[config.mk]
export PLATFORM = sky130hd
export DESIGN_NAME = axi_cpu_wrapper
export DESIGN_NICKNAME = d
export VERILOG_FILES = /design/src/hw/axi_wrap_pkg.sv /design/src/hw/mem_port_if.sv /design/src/hw/axi_cpu_wrapper.sv /design/src/hw/stall_ctrl.sv /design/src/hw/data_axi_master.sv /design/src/hw/fetch_axi_master.sv
export SDC_FILE = /design/constraint.sdc
export NUM_CORES = 1
export LEC_CHECK = 0
export ABC_CLOCK_PERIOD_IN_PS = 2080
export BUFFER_PORTS_ARGS = -buffer_cell sky130_fd_sc_hd__buf_2
export CORE_AREA = 2 2 183 185
export CTS_CLUSTER_DIAMETER = 60
export DETAILED_ROUTE_END_ITERATION = 8
export DIE_AREA = 0 0 185 187
export GPL_TIMING_DRIVEN = 0
export PLACE_DENSITY = 0.57
export SYNTH_ARGS = -nofsm -noshare
export SYNTH_HDL_FRONTEND = slang
export SYNTH_HIERARCHICAL = 1
export SYNTH_SLANG_ARGS = --single-unit
export TNS_END_PERCENT = 30
[constraint.sdc]
create_clock -name ACLK -period 2.08 [get_ports ACLK]
set_clock_uncertainty 0.15 [all_clocks]
set_input_delay 0.208 -clock ACLK [delete_from_list [all_inputs] [get_ports ACLK]]
set_output_delay 0.208 -clock ACLK [all_outputs]
set_load 0.01 [all_outputs]
[src/hw/axi_wrap_pkg.sv]
package axi_wrap_pkg;

  // ==========================================================================
  // bus and core widths
  // ==========================================================================
  localparam int axi_addr_bits = 32;
  localparam int axi_data_bits = 32;
  localparam int axi_strb_bits = axi_data_bits / 8;  // one strobe per byte.
  localparam int xlen          = 32;

  // ==========================================================================
  // response codes
  // ==========================================================================
  typedef logic [1:0] axi_resp_t;

  localparam axi_resp_t axi_resp_okay   = 2'b00;
  localparam axi_resp_t axi_resp_exokay = 2'b01;
  localparam axi_resp_t axi_resp_slverr = 2'b10;
  localparam axi_resp_t axi_resp_decerr = 2'b11;

  // ==========================================================================
  // reset values
  // ==========================================================================
  // address registers come up pointing at zero.
  localparam logic [axi_addr_bits-1:0] addr_rst_val = '0;

  // returned data and write payload start cleared.
  localparam logic [xlen-1:0] word_rst_val = '0;

  // no byte lanes enabled out of reset.
  localparam logic [axi_strb_bits-1:0] strb_rst_val = '0;

endpackage
[src/hw/mem_port_if.sv]
interface mem_port_if
  import axi_wrap_pkg::*;
();

  // request side, driven by the core.
  logic [axi_addr_bits-1:0] addr;
  logic                     ren;
  logic                     wen;
  logic [axi_strb_bits-1:0] wstrb;
  logic [xlen-1:0]          wdata;

  // completion side, driven by the bus master.
  logic [xlen-1:0]          rdata;
  logic                     done;  // one cycle per finished transaction.

  modport core (
    output addr, ren, wen, wstrb, wdata,
    input  rdata, done
  );

  modport bus (
    input  addr, ren, wen, wstrb, wdata,
    output rdata, done
  );

endinterface

[src/hw/axi_cpu_wrapper.sv]
module axi_cpu_wrapper
  import axi_wrap_pkg::*;
(
  input  logic                     ACLK,
  input  logic                     ARESETn,

  // core fetch port.
  input  logic [axi_addr_bits-1:0] imem_addr,
  input  logic                     imem_ren,
  output logic [xlen-1:0]          imem_rdata,
  output logic                     imem_done,

  // core data port.
  input  logic [axi_addr_bits-1:0] dmem_addr,
  input  logic                     dmem_ren,
  input  logic                     dmem_wen,
  input  logic [axi_strb_bits-1:0] dmem_wstrb,
  input  logic [xlen-1:0]          dmem_wdata,
  output logic [xlen-1:0]          dmem_rdata,
  output logic                     dmem_done,

  output logic                     stall,
  output logic                     bus_error,

  // ==========================================================================
  // master 0, instruction fetch
  // ==========================================================================
  output logic [axi_addr_bits-1:0] ARADDR_M0,
  output logic                     ARVALID_M0,
  input  logic                     ARREADY_M0,
  input  logic [axi_data_bits-1:0] RDATA_M0,
  input  axi_resp_t                RRESP_M0,
  input  logic                     RVALID_M0,
  output logic                     RREADY_M0,
  output logic [axi_addr_bits-1:0] AWADDR_M0,
  output logic                     AWVALID_M0,
  input  logic                     AWREADY_M0,
  output logic [axi_data_bits-1:0] WDATA_M0,
  output logic [axi_strb_bits-1:0] WSTRB_M0,
  output logic                     WVALID_M0,
  input  logic                     WREADY_M0,
  input  axi_resp_t                BRESP_M0,
  input  logic                     BVALID_M0,
  output logic                     BREADY_M0,

  // ==========================================================================
  // master 1, data access
  // ==========================================================================
  output logic [axi_addr_bits-1:0] ARADDR_M1,
  output logic                     ARVALID_M1,
  input  logic                     ARREADY_M1,
  input  logic [axi_data_bits-1:0] RDATA_M1,
  input  axi_resp_t                RRESP_M1,
  input  logic                     RVALID_M1,
  output logic                     RREADY_M1,
  output logic [axi_addr_bits-1:0] AWADDR_M1,
  output logic                     AWVALID_M1,
  input  logic                     AWREADY_M1,
  output logic [axi_data_bits-1:0] WDATA_M1,
  output logic [axi_strb_bits-1:0] WSTRB_M1,
  output logic                     WVALID_M1,
  input  logic                     WREADY_M1,
  input  axi_resp_t                BRESP_M1,
  input  logic                     BVALID_M1,
  output logic                     BREADY_M1
);

  logic fetch_resp;
  logic fetch_err;
  logic data_pending;
  logic data_err;

  mem_port_if fetch_port ();
  mem_port_if data_port ();

  // fetch side has no write request.
  assign fetch_port.addr  = imem_addr;
  assign fetch_port.ren   = imem_ren;
  assign fetch_port.wen   = 1'b0;
  assign fetch_port.wstrb = strb_rst_val;
  assign fetch_port.wdata = word_rst_val;
  assign imem_rdata       = fetch_port.rdata;
  assign imem_done        = fetch_port.done;

  assign data_port.addr  = dmem_addr;
  assign data_port.ren   = dmem_ren;
  assign data_port.wen   = dmem_wen;
  assign data_port.wstrb = dmem_wstrb;
  assign data_port.wdata = dmem_wdata;
  assign dmem_rdata      = data_port.rdata;
  assign dmem_done       = data_port.done;

  // M0 never writes; B is still accepted.
  assign AWADDR_M0  = addr_rst_val;
  assign AWVALID_M0 = 1'b0;
  assign WDATA_M0   = word_rst_val;
  assign WSTRB_M0   = strb_rst_val;
  assign WVALID_M0  = 1'b0;
  assign BREADY_M0  = 1'b1;

  fetch_axi_master u_fetch (
    .ACLK, .ARESETn, .port(fetch_port),
    .ARADDR_M0, .ARVALID_M0, .ARREADY_M0,
    .RDATA_M0, .RRESP_M0, .RVALID_M0, .RREADY_M0,
    .fetch_resp, .fetch_err
  );

  data_axi_master u_data (
    .ACLK, .ARESETn, .port(data_port),
    .ARADDR_M1, .ARVALID_M1, .ARREADY_M1,
    .RDATA_M1, .RRESP_M1, .RVALID_M1, .RREADY_M1,
    .AWADDR_M1, .AWVALID_M1, .AWREADY_M1,
    .WDATA_M1, .WSTRB_M1, .WVALID_M1, .WREADY_M1,
    .BRESP_M1, .BVALID_M1, .BREADY_M1,
    .data_pending, .data_err
  );

  stall_ctrl u_stall (
    .ACLK, .ARESETn,
    .fetch_resp, .fetch_err, .data_pending, .data_err,
    .stall, .bus_error
  );

endmodule

[src/hw/stall_ctrl.sv]
module stall_ctrl (
  input  logic ACLK,
  input  logic ARESETn,

  // fetch master status.
  input  logic fetch_resp,
  input  logic fetch_err,

  // data master status.
  input  logic data_pending,
  input  logic data_err,

  output logic stall,
  output logic bus_error
);

  logic any_err;

  // ==========================================================================
  // global stall
  // ==========================================================================
  // the core advances only in the cycle a fetch returns while the data
  // side is idle. every other cycle is held.
  assign stall = !(fetch_resp && !data_pending);

  // ==========================================================================
  // sticky bus error
  // ==========================================================================
  assign any_err = fetch_err || data_err;

  always_ff @(posedge ACLK or negedge ARESETn) begin
    if (!ARESETn) begin
      bus_error <= 1'b0;
    end else if (any_err) begin
      bus_error <= 1'b1;  // held until the next reset.
    end
  end

endmodule

[src/hw/data_axi_master.sv]
module data_axi_master
  import axi_wrap_pkg::*;
(
  input  logic                     ACLK,
  input  logic                     ARESETn,

  mem_port_if.bus                  port,

  // read address channel.
  output logic [axi_addr_bits-1:0] ARADDR_M1,
  output logic                     ARVALID_M1,
  input  logic                     ARREADY_M1,

  // read data channel.
  input  logic [axi_data_bits-1:0] RDATA_M1,
  input  axi_resp_t                RRESP_M1,
  input  logic                     RVALID_M1,
  output logic                     RREADY_M1,

  // write address channel.
  output logic [axi_addr_bits-1:0] AWADDR_M1,
  output logic                     AWVALID_M1,
  input  logic                     AWREADY_M1,

  // write data channel.
  output logic [axi_data_bits-1:0] WDATA_M1,
  output logic [axi_strb_bits-1:0] WSTRB_M1,
  output logic                     WVALID_M1,
  input  logic                     WREADY_M1,

  // write response channel.
  input  axi_resp_t                BRESP_M1,
  input  logic                     BVALID_M1,
  output logic                     BREADY_M1,

  // status toward the stall controller.
  output logic                     data_pending,
  output logic                     data_err
);

  logic rd_pending;
  logic wr_pending;
  logic launch;
  logic rd_launch;
  logic wr_launch;
  logic r_hs;
  logic b_hs;

  assign r_hs = RVALID_M1 && RREADY_M1;
  assign b_hs = BVALID_M1 && BREADY_M1;

  // one access at a time; write takes priority over read.
  assign launch    = (port.ren || port.wen) && !rd_pending && !wr_pending && !port.done;
  assign wr_launch = launch && port.wen;
  assign rd_launch = launch && !port.wen;

  // ==========================================================================
  // read path
  // ==========================================================================
  always_ff @(posedge ACLK or negedge ARESETn) begin
    if (!ARESETn) begin
      ARADDR_M1  <= addr_rst_val;
      ARVALID_M1 <= 1'b0;
      rd_pending <= 1'b0;
    end else begin
      if (rd_launch) begin
        ARADDR_M1  <= port.addr;
        ARVALID_M1 <= 1'b1;
        rd_pending <= 1'b1;
      end else if (ARVALID_M1 && ARREADY_M1) begin
        ARVALID_M1 <= 1'b0;
      end
      if (r_hs) rd_pending <= 1'b0;
    end
  end

  // ==========================================================================
  // write path
  // ==========================================================================
  // address and data go out together, each drops on its own handshake.
  always_ff @(posedge ACLK or negedge ARESETn) begin
    if (!ARESETn) begin
      AWADDR_M1  <= addr_rst_val;
      AWVALID_M1 <= 1'b0;
      WDATA_M1   <= word_rst_val;
      WSTRB_M1   <= strb_rst_val;
      WVALID_M1  <= 1'b0;
      wr_pending <= 1'b0;
    end else begin
      if (wr_launch) begin
        AWADDR_M1  <= port.addr;
        AWVALID_M1 <= 1'b1;
        WDATA_M1   <= port.wdata;
        WSTRB_M1   <= port.wstrb;
        WVALID_M1  <= 1'b1;
        wr_pending <= 1'b1;
      end else begin
        if (AWVALID_M1 && AWREADY_M1) AWVALID_M1 <= 1'b0;
        if (WVALID_M1 && WREADY_M1) WVALID_M1 <= 1'b0;
      end
      if (b_hs) wr_pending <= 1'b0;  // write closes on the response.
    end
  end

  // ==========================================================================
  // responses and completion
  // ==========================================================================
  always_ff @(posedge ACLK or negedge ARESETn) begin
    if (!ARESETn) begin
      RREADY_M1  <= 1'b0;
      BREADY_M1  <= 1'b0;
      port.done  <= 1'b0;
      port.rdata <= word_rst_val;
    end else begin
      RREADY_M1 <= 1'b1;
      BREADY_M1 <= 1'b1;
      port.done <= r_hs || b_hs;
      if (r_hs && RRESP_M1 == axi_resp_okay) port.rdata <= RDATA_M1;
    end
  end

  assign data_pending = rd_pending || wr_pending;
  assign data_err     = (r_hs && RRESP_M1 != axi_resp_okay) ||
                        (b_hs && BRESP_M1 != axi_resp_okay);

endmodule

[src/hw/fetch_axi_master.sv]
module fetch_axi_master
  import axi_wrap_pkg::*;
(
  input  logic                     ACLK,
  input  logic                     ARESETn,

  mem_port_if.bus                  port,

  // read address channel.
  output logic [axi_addr_bits-1:0] ARADDR_M0,
  output logic                     ARVALID_M0,
  input  logic                     ARREADY_M0,

  // read data channel.
  input  logic [axi_data_bits-1:0] RDATA_M0,
  input  axi_resp_t                RRESP_M0,
  input  logic                     RVALID_M0,
  output logic                     RREADY_M0,

  // status toward the stall controller.
  output logic                     fetch_resp,
  output logic                     fetch_err
);

  logic pending;  // fetch launched, response not yet seen.
  logic launch;
  logic r_hs;

  assign r_hs = RVALID_M0 && RREADY_M0;

  // a new fetch is taken only when idle; the done cycle still counts as busy
  // so a request held through done is not issued twice.
  assign launch = port.ren && !pending && !port.done;

  // ==========================================================================
  // read address channel
  // ==========================================================================
  always_ff @(posedge ACLK or negedge ARESETn) begin
    if (!ARESETn) begin
      ARADDR_M0  <= addr_rst_val;
      ARVALID_M0 <= 1'b0;
      pending    <= 1'b0;
    end else begin
      if (launch) begin
        ARADDR_M0  <= port.addr;
        ARVALID_M0 <= 1'b1;
        pending    <= 1'b1;
      end else if (ARVALID_M0 && ARREADY_M0) begin
        ARVALID_M0 <= 1'b0;  // address accepted.
      end
      if (r_hs) pending <= 1'b0;
    end
  end

  // ==========================================================================
  // read data channel
  // ==========================================================================
  always_ff @(posedge ACLK or negedge ARESETn) begin
    if (!ARESETn) begin
      RREADY_M0  <= 1'b0;
      port.done  <= 1'b0;
      port.rdata <= word_rst_val;
    end else begin
      RREADY_M0 <= 1'b1;  // always accept read data.
      port.done <= r_hs;
      // error responses leave the last good word in place.
      if (r_hs && RRESP_M0 == axi_resp_okay) port.rdata <= RDATA_M0;
    end
  end

  assign fetch_resp = r_hs;
  assign fetch_err  = r_hs && (RRESP_M0 != axi_resp_okay);

endmodule

; Word-level counts from Yosys, hierarchy flattened
; Cells that the tools add are included.
[op_classes]
n_reduce_logical = 45
n_mux = 14
[op_table]
columns = op, n
row1 = logical AND 1 bit, 20
row2 = nonzero test 2 bit, 10
row3 = 2-to-1 mux 1 bit, 14
row4 = zero test 1 bit, 8
row5 = logical OR 1 bit, 5
row6 = zero test 2 bit, 2
[word_totals]
word_cells = 77
input_bits = 187
ff_bits = 207

; Depth between registers and ports, before layout
; Gate-level depths: netlist of run 1.
[logic_depth]
word_depth = 7
depth_mapped = 5
depth_no_buf = 3

; Cells and area by module
; The synthesis of run 1 kept the hierarchy.
[by_module_without_submodules]
columns = module, cells_per_inst, instances, area_per_inst_um2
row1 = data_axi_master, 307, 1, 5196.2
row2 = fetch_axi_master, 149, 1, 2708.8
row3 = axi_cpu_wrapper, 73, 1, 540.5
row4 = stall_ctrl, 3, 1, 37.5

; Worst setup path before layout of run 1
; OpenSTA, ideal clock, no wires.
[synth_path]
path_type = register to register
startpoint = reg u_data.wr_pending
endpoint = reg u_data.AWADDR_M1[22]
required_ps = 1805
period_less_slack_ps = 1708
setup_ps = 125
path_slack_ps = 372
path_stages_with_launch = 5
n_path_buf = 2
t_arrival_ps = 1433
path_cell_list = dfrtp_1 nor4b_4 buf_4 buf_6 mux2_2
[synth_via]
elab_chain_cells = 4
[synth_lines]
columns = element, line_no
row1 = from (decl), data_axi_master.sv:42  ; logic wr_pending;
row2 = from (signal assigned), data_axi_master.sv:88  ; wr_pending <= 1'b0;
row3 = from (signal assigned), data_axi_master.sv:96  ; wr_pending <= 1'b1;
row4 = from (signal assigned), data_axi_master.sv:101  ; if (b_hs) wr_pending <= 1'b0;
row5 = zero test 1 bit, data_axi_master.sv:53  ; assign launch = (port.ren || port.wen) && !rd_pending && !wr_pending && !port.done;
row6 = logical AND 1 bit (2 in series), data_axi_master.sv:53
row7 = logical AND 1 bit, data_axi_master.sv:54  ; assign wr_launch = launch && port.wen;
row8 = to (signal assigned), data_axi_master.sv:83  ; AWADDR_M1 <= addr_rst_val;
row9 = to (signal assigned), data_axi_master.sv:91  ; AWADDR_M1 <= port.addr;
row10 = to (decl), data_axi_master.sv:21  ; output logic [axi_addr_bits-1:0] AWADDR_M1,
; No other way between the ends.
; A chain may end at the register's enable or synchronous reset.

; Worst setup path after layout of run 1
[layout_path]
startpoint = reg u_data.wr_pending
endpoint = out stall
[layout_via]
elab_chain_cells = 4
[layout_lines]
columns = element, line_no
row1 = logical OR 1 bit, data_axi_master.sv:122  ; assign data_pending = rd_pending || wr_pending;
row2 = net data_pending, axi_cpu_wrapper.sv:70  ; logic data_pending;
row3 = zero test 1 bit, stall_ctrl.sv:24  ; assign stall = !(fetch_resp && !data_pending);
row4 = logical AND 1 bit, stall_ctrl.sv:24
row5 = zero test 1 bit, stall_ctrl.sv:24
row6 = to (decl), axi_cpu_wrapper.sv:22  ; output logic stall,
; The timed path passes the listed nets, and every way through them passes these cells.

==> out/results.tsv, run 1 <==
metric	value	unit
worst hold slack	109	ps
Synth warnings	6	
worst endpoint data arrival time	1620	ps
die area	34600	sq um
Critical Path RT	1720	ps
Core Area	32900	sq um
fin crit period	1970	ps
TritonCTS clock tree	built	
clock buffer depth	3	
crit-path max cell delay	420	ps
CTS Buf Count	26	
Worst Tran Pin Value	793	ps
first-pass GRT wire length	36400	um
CP cell instances	or2_2 > nand2b_1 > buf_2	
IO Pins	465	
Max Cap Viol	0	
vias in the first global route	6676	
Fill cells	3073	
I/O Buffers	388	
Seq/Total Area, Yosys	0.614	
Post-Synthesis Cells	532	
Slew HR	0.471	
TritonRoute pass-1 iters	4	
DP HPWL	16500	um
layout cell share with drive strength beyond 1	0.586	
Num Clock Sinks	208	
post-detailed-route wirelength per cell	14.4	um
clock network power share	0.293	
critical path class	reg -> out	
global route overflow	0	
Worst path top cell family by delay	simple AND/OR/NAND/NOR gates	
sequential share of power	0.408	
Achievable Freq	507	MHz
top post-synthesis cells by count	208 x dfrtp_1, 160 x mux2_2, 76 x buf_4, 30 x mux2_4, 8 x buf_2	
Leak	6.87	nW
nets@finish	1387	
top cell type's share of synthesized area	0.614	
clk slew on worst S/H paths	50	ps
area leader, netlist	dfrtp_1	
CTS Root Cell	clkbuf_16	
die width	185	um
top_reg_cell synth	dfrtp_1	
Netlist Area Pre-Place	8480	sq um
ys async rst share	1.00	
Total GRT Usage	0.133	
H-tree depth	1	
Int Pwr	0.0102	W
Synth cell types	27	
worst IR drop on VDD	0.720	mV
length of routed met2 wiring	12200	um
P per Cell Area	1040	nW/um^2
1st-iter DRT viols	113	
Hold WC Path Type	in -> reg	
Comb pwr share	0.299	
Slowest-stage cell, CP	dfrtp_1	
#FFs+latches synth	208	
initial antenna violation count	2	
sw frac	0.296	
RSZ-0062 raised after global routing	false	
area grow syn2layout	64.1	%
Tot Pwr	0.0145	W
outcome	complete, no violations	
period utilization	0.949	
GPL Wtd Cong	0.756	
EDFF count, synth	0	
Post-Synthesis Mean Instance Area	15.9	sq um
met3 wire len	1720	um
top-count cell post-synth	dfrtp_1	
Final Hold Viols	0	
top sig layer	met4	
largest net degree at the start of global routing	115	
row cnt	67	
total number of vias	6407	
CP Capture Type	primary output	
clk_lat worst skew	520	ps
post-route ant nets	0	
Final Max Slew Viols	0	
Buf/Inv on CP	1	
Die Y	187	um
Sw Pwr	0.00430	W
WL final	24100	um
met1 wire length	9330	um
worst-path fanout max	4	
final setup fails	0	
Startpoint Class	flip-flop	
Residual DRC	0	
drt via density	3.84	
Initial Util	0.258	
Synth area leaders	dfrtp_1 61%, mux2_2 21%, buf_4 6.7%	
==> layer usage <==
metal / track usage / vias to the layer above
li1: - / 3034
met1: 0.152 / 3054
met2: 0.237 / 272
met3: 0.0339 / 47
met4: 0.0488 / 0
met5: 0 / -
==> timing repair <==
item	4_1_cts	5_1_grt
hold buffers	181	0
buffers inserted	1	0
hold endpoints to repair	300	0
gates resized for setup	0	0
endpoints found under the setup margin	9	0
==> area by class of cell <==
class,instances,area (sq um),area share
Sequential cell,208,5200,0.374
Timing Repair Buffer,571,3800,0.273
Multi-Input combinational cell,295,2790,0.200
Clock buffer,43,786,0.0564
Buffer,92,727,0.0522
Tap cell,448,561,0.0403
Clock inverter,4,32.5,0.00234
Inverter,6,22.5,0.00162
Antenna cell,1,2.50,0.000180
==> kinds of logic after synthesis <==
family	count (synthesis)	synth area share
compound gates	12	0.00841
flops	208	0.614
simple gates	14	0.0145
other cells	4	0.00177
buf+inv	98	0.0883
mux	196	0.273
==> worst paths after layout <==
kind / start / to / slack [ps] / cells after the start
max: u_data/wr_pending / stall / 110 / 3
min: RRESP_M0[1] / u_fetch/port.rdata[0] / 110 / 4
max reg2reg: u_data/wr_pending / u_data/ARADDR_M1[22] / 170 / 4
min reg2reg: u_stall/bus_error / u_stall/bus_error / 320 / 1
max in group asynchronous: ARESETn / u_data/port.rdata[29] / 610 / 3
min in group asynchronous: ARESETn / u_fetch/ARADDR_M0[5] / 120 / 2
==> worst reg2reg max path, stage by stage (launching register included) <==
cell      delay (ps)
dfrtp_1          420
nor3_1           300
nand3b_2         310
buf_4            310
mux2_2           290
==> flip-flops by register name, summed over array words and instances (netlist names), 4 cells and up <==
register,flops
u_fetch/ARADDR_M0,32
u_data/ARADDR_M1,32
u_fetch/port.rdata,32
u_data/port.rdata,32
u_data/WSTRB_M1,4
u_data/WDATA_M1,32
u_data/AWADDR_M1,32
==> metrics by stage <==
step | util | instances | area (sq um) | TNS, ps | setup slack, ps
after detailed placement | 0.343 | 1438 | 11300 | -312 | -46.4
after CTS | 0.424 | 1667 | 13900 | 0 | 46.9
after global routing | 0.424 | 1668 | 13900 | 0 | 35.7
after floorplan | - | 601 | 8740 | 0 | 372
final | 0.424 | 1668 | 13900 | 0 | 107
after global placement | 0.342 | 1437 | 11200 | -634120 | -3080
==> cells in the final DEF, fill, tap and decap left out, drive strengths merged <==
cell and instances:
buf 482, dfrtp 208, mux2 196, dlygate4sd3 181, conb 73, clkbuf 43, inv 8, o21ai 5
o21a 2, a21boi 2, nand2 2, a21oi 2, nand2b 2, nor3 2, diode 1, clkinvlp 1
clkinv 1, or2 1, nor4b 1, nand3b 1, nor2 1, and2 1, nor3b 1, nor4bb 1
o22ai 1, or3 1
==> power by group through the flow <==
stage | sequential, W | clock [W] | combinational (W)
floorplan | 0.00657 | 0 | 0.00152
global placement | 0.00593 | 0 | 0.00407
detailed placement | 0.00597 | 0 | 0.00411
CTS | 0.00593 | 0.00443 | 0.00440
global route | 0.00610 | 0.00459 | 0.00467
finish | 0.00593 | 0.00426 | 0.00434
(Power assumes the default switching activity.)
==> run 2, diff against run 1 <==
==> constraint.sdc (replaced) <==
create_clock -name ACLK -period 2.08 [get_ports ACLK]
set_clock_uncertainty 0.15 [all_clocks]
set_input_delay 0.104 -clock ACLK [delete_from_list [all_inputs] [get_ports ACLK]]
set_output_delay 0.104 -clock ACLK [all_outputs]
set_load 0.01 [all_outputs]
==> out/results.tsv, run 2 (synthesized netlist as in run 1, its figures left out) <==
metric	value	unit
global route overflow	0	
top sig layer	met4	
Residual DRC	0	
post-route ant nets	0	
Final Hold Viols	0	
R2R Path End	u_fetch/ARADDR_M0[18]	
die area	34600	sq um
worst IR drop on VDD	0.720	mV
Initial Util	0.258	
CP Capture Type	flip-flop	
clk_lat worst skew	520	ps
post-detailed-route wirelength per cell	14.5	um
fin crit period	1980	ps
Slew HR	0.474	
most frequent cells in the layout	395 x buf_2, 208 x dfrtp_1, 186 x dlygate4sd3_1	
1st-iter DRT viols	98	
critical path class	reg -> reg	
CTS Root Cell	clkbuf_16	
TritonRoute pass-1 iters	4	
met3 wire len	1660	um
met1 wire length	9420	um
R2R setup slack	100	ps
Leak	6.92	nW
Total GRT Usage	0.134	
pre-CTS WS	-46.4	ps
commonest non-fill, non-tap cell in the layout	buf_2	
Hold WC Path Type	in -> async	
TritonCTS clock tree	built	
Final Max Slew Viols	0	
Die Y	187	um
outcome	complete, no violations	
drt via density	3.86	
die width	185	um
total number of vias	6463	
Num Clock Sinks	208	
Critical Path RT	2320	ps
H-tree depth	1	
worst-path fanout max	5	
clk slew on worst S/H paths	60	ps
Startpoint Class	flip-flop	
clock buffer depth	3	
row cnt	67	
Core Area	32900	sq um
Finished Core Util	0.426	
setup ws final	97.8	ps
initial antenna violation count	2	
nets@finish	1395	
final setup fails	0	
final cell count without fillers	1676	
FF-to-FF path depth	3	
DP HPWL	16500	um
I/O Buffers	388	
IO Pins	465	
Fill cells	3066	
layout cell share with drive strength beyond 1	0.585	
period utilization	0.953	
worst hold slack	19.0	ps
first-pass GRT wire length	36700	um
area grow syn2layout	65.1	%
dpl cells	1438	
Tot Pwr	0.0146	W
vias in the first global route	6768	
Achievable Freq	504	MHz
reg2reg start	u_fetch/pending	
worst endpoint data arrival time	2220	ps
WL final	24300	um
RSZ-0062 raised after global routing	false	
P per Cell Area	1040	nW/um^2
largest net degree at the start of global routing	115	
Worst Tran Pin Value	789	ps
length of routed met2 wiring	12300	um
CTS Buf Count	26	
GPL Wtd Cong	0.756	
Max Cap Viol	0	
run 2: cell count changes in the layout (fill, tap and decap cells not counted), sizes merged:
cell	previous run	this run
dlygate4sd3	181	186
buf	482	485
run 2: what timing repair did:
| item | CTS | global route |
|---|---|---|
| hold endpoints to repair | 300 | 0 |
| cloned | 0 | 0 |
| gates resized for setup | 0 | 2 |
| pin swaps | 1 | 0 |
| setup endpoints to repair | 9 | 2 |
| buffers inserted | 1 | 3 |
| hold buffers | 186 | 0 |
run 2: through the flow:
step,setup TNS (ps),area (sq um)
finish,0,14000
global route,0,14000
CTS,0,14000
detailed placement,-312,11300
global placement,-612480,11200
floorplan,0,8740
run 2: final cells by class:
class	count	area [sq um]	area share
Clock inverter	4	32.5	0.00232
Sequential cell	208	5200	0.372
Buffer	92	727	0.0519
Inverter	6	22.5	0.00161
Multi-Input combinational cell	295	2800	0.200
Tap cell	448	561	0.0400
Antenna cell	1	2.50	0.000179
Timing Repair Buffer	579	3870	0.276
Clock buffer	43	786	0.0561
run 2: metal layers:
metal | vias up | track usage
met2 | 277 | 0.240
li1 | 3049 | -
met5 | - | 0
met4 | 0 | 0.0522
met1 | 3086 | 0.152
met3 | 51 | 0.0331
run 2: worst max path at each step:
stage / cells past startpoint / from / end / slack (ps)
global placement: 1 / ARESETn / u_data/port.rdata[22] / -2980
floorplan: 4 / u_data/wr_pending / u_data/AWADDR_M1[22] / 370
finish: 3 / u_fetch/pending / u_fetch/ARADDR_M0[18] / 100
detailed placement: 4 / u_data/wr_pending / u_data/AWADDR_M1[24] / -50
global route: 4 / u_fetch/RREADY_M0 / u_fetch/port.rdata[0] / 9
CTS: 4 / u_fetch/RREADY_M0 / u_fetch/port.rdata[0] / 70
run 2: power by group:
group          internal, W  total [W]  switching [W]
sequential         0.00530    0.00593       0.000632
combinational      0.00239    0.00438        0.00200
clock              0.00257    0.00426        0.00169
total               0.0103     0.0146        0.00432
run 2: worst max-delay path, cell delays in order (launching register included):
cell and delay [ps]:
dfrtp_1 420, nor3b_4 360, mux2_2 380, dlygate4sd3_1 560
==> run 3, diff against run 2 <==
--- a/config.mk
+++ b/config.mk
@@ -13,6 +13,7 @@
 export DIE_AREA = 0 0 185 187
 export GPL_TIMING_DRIVEN = 0
 export PLACE_DENSITY = 0.57
+export RECOVER_POWER = 100
 export SYNTH_ARGS = -nofsm -noshare
 export SYNTH_HDL_FRONTEND = slang
 export SYNTH_HIERARCHICAL = 1
==> out/results.tsv, run 3 (synthesized netlist as in run 1, its figures left out) <==
metric	value	unit
outcome	complete, no violations	
Residual DRC	0	
Critical Path RT	2320	ps
CP Capture Type	flip-flop	
Startpoint Class	flip-flop	
Final Max Slew Viols	0	
crit-path max cell delay	560	ps
TritonCTS clock tree	built	
GPL Wtd Cong	0.756	
Num Clock Sinks	208	
FF-to-FF path depth	4	
Initial Util	0.258	
first-pass GRT wire length	36700	um
Worst Tran Pin Value	789	ps
TritonRoute pass-1 iters	4	
pre-CTS WS	-46.4	ps
Core Area	32900	sq um
setup ws final	107	ps
Buf/Inv on CP	2	
vias in the first global route	6768	
worst-path fanout max	5	
CP cell instances	nor4bb_4 > buf_4 > mux2_2 > dlygate4sd3_1	
Multi-input gate area	2710	sq um
WL final	24300	um
P per Cell Area	1040	nW/um^2
DP HPWL	16500	um
clk_lat worst skew	520	ps
R2R Path End	u_fetch/port.rdata[0]	
Slew HR	0.474	
drt via density	3.87	
CTS Root Cell	clkbuf_16	
clock buffer depth	3	
worst hold slack	15.6	ps
dpl cells	1438	
RSZ-0062 raised after global routing	false	
Worst path top cell family by delay	buffers and inverters	
worst IR drop on VDD	0.713	mV
reg2reg start	u_fetch/RREADY_M0	
Total GRT Usage	0.134	
critical path class	reg -> reg	
Final Hold Viols	0	
IO Pins	465	
total number of vias	6485	
initial antenna violation count	2	
area grow syn2layout	60.1	%
fin crit period	1970	ps
period utilization	0.948	
die width	185	um
global route overflow	0	
post-route ant nets	0	
final cell count without fillers	1676	
Fill cells	3218	
Die Y	187	um
Hold WC Path Type	in -> async	
FF/Latch Area	5200	sq um
post-detailed-route wirelength per cell	14.5	um
CTS Buf Count	26	
largest net degree at the start of global routing	115	
Slowest-stage cell, CP	dlygate4sd3_1	
R2R setup slack	110	ps
H-tree depth	1	
Achievable Freq	507	MHz
I/O Buffers	388	
layout cell share with drive strength beyond 1	0.396	
commonest non-fill, non-tap cell in the layout	clkbuf_1	
Finished Core Util	0.413	
1st-iter DRT viols	90	
worst endpoint data arrival time	2210	ps
die area	34600	sq um
final setup fails	0	
clk slew on worst S/H paths	60	ps
most frequent cells in the layout	218 x clkbuf_1, 208 x dfrtp_1, 186 x dlygate4sd3_1	
Leak	6.23	nW
nets@finish	1395	
row cnt	67	
Max Cap Viol	0	
[run 3: worst max-delay path by stage]
stage,slack (ps),from,cells after the start,end
floorplan,370,u_data/wr_pending,4,u_data/AWADDR_M1[22]
global placement,-2980,ARESETn,1,u_data/port.rdata[22]
detailed placement,-50,u_data/wr_pending,4,u_data/AWADDR_M1[24]
CTS,70,u_fetch/RREADY_M0,4,u_fetch/port.rdata[0]
global route,9,u_data/BREADY_M1,4,u_data/port.rdata[19]
finish,110,u_fetch/RREADY_M0,4,u_fetch/port.rdata[0]
[run 3: repair_timing]
item                                    in CTS  in global routing
setup buffers                                1                  3
pin swaps                                    1                  0
endpoints found under the setup margin       9                  2
endpoints found under the hold margin      300                  0
gates resized for setup                      0                  2
hold buffers                               186                  0
[run 3: final cells by class]
cell class / count / area share
diodes: 1 / 0.000184
plain buffers: 92 / 0.0480
clock buffers: 43 / 0.0578
clock inverters: 4 / 0.00239
inverters: 6 / 0.00166
multi-input cells: 295 / 0.199
flip-flops and latches: 208 / 0.383
well taps: 448 / 0.0413
repair buffers: 579 / 0.266
[run 3: routing by layer]
layer / vias to the layer above / GRT usage / wire, um / part of all wire
met4: 0 / 0.0522 / 903 / 0.037
met5: - / 0 / 0 / 0
li1: 3051 / - / - / -
met2: 275 / 0.240 / 12400 / 0.51
met3: 51 / 0.0331 / 1610 / 0.066
met1: 3108 / 0.152 / 9400 / 0.39
[run 3: stage by stage]
| step | total power (W) | area [sq um] | setup TNS (ps) |
|---|---|---|---|
| 6_report | 0.0142 | 13600 | 0 |
| 3_3_place_gp | 0.0100 | 11200 | -612480 |
| 3_5_place_dp | 0.0101 | 11300 | -312 |
| 4_1_cts | 0.0148 | 14000 | 0 |
| 2_1_floorplan | 0.00809 | 8740 | 0 |
| 5_1_grt | 0.0150 | 13600 | 0 |
[run 3: worst reg2reg max path: cells and delay by family, from the launching register on]
family | cells | cell delay (ps)
DFF | 1 | 350
buffers and inverters | 2 | 740
and+or+nand+nor | 1 | 280
muxes | 1 | 340
[run 3: power by group]
part	switching (W)	leakage [nW]	internal [W]	total, W
Combinational	0.00199	3.37	0.00194	0.00394
Sequential	0.000665	2.46	0.00530	0.00597
Clock	0.00168	0.396	0.00257	0.00425
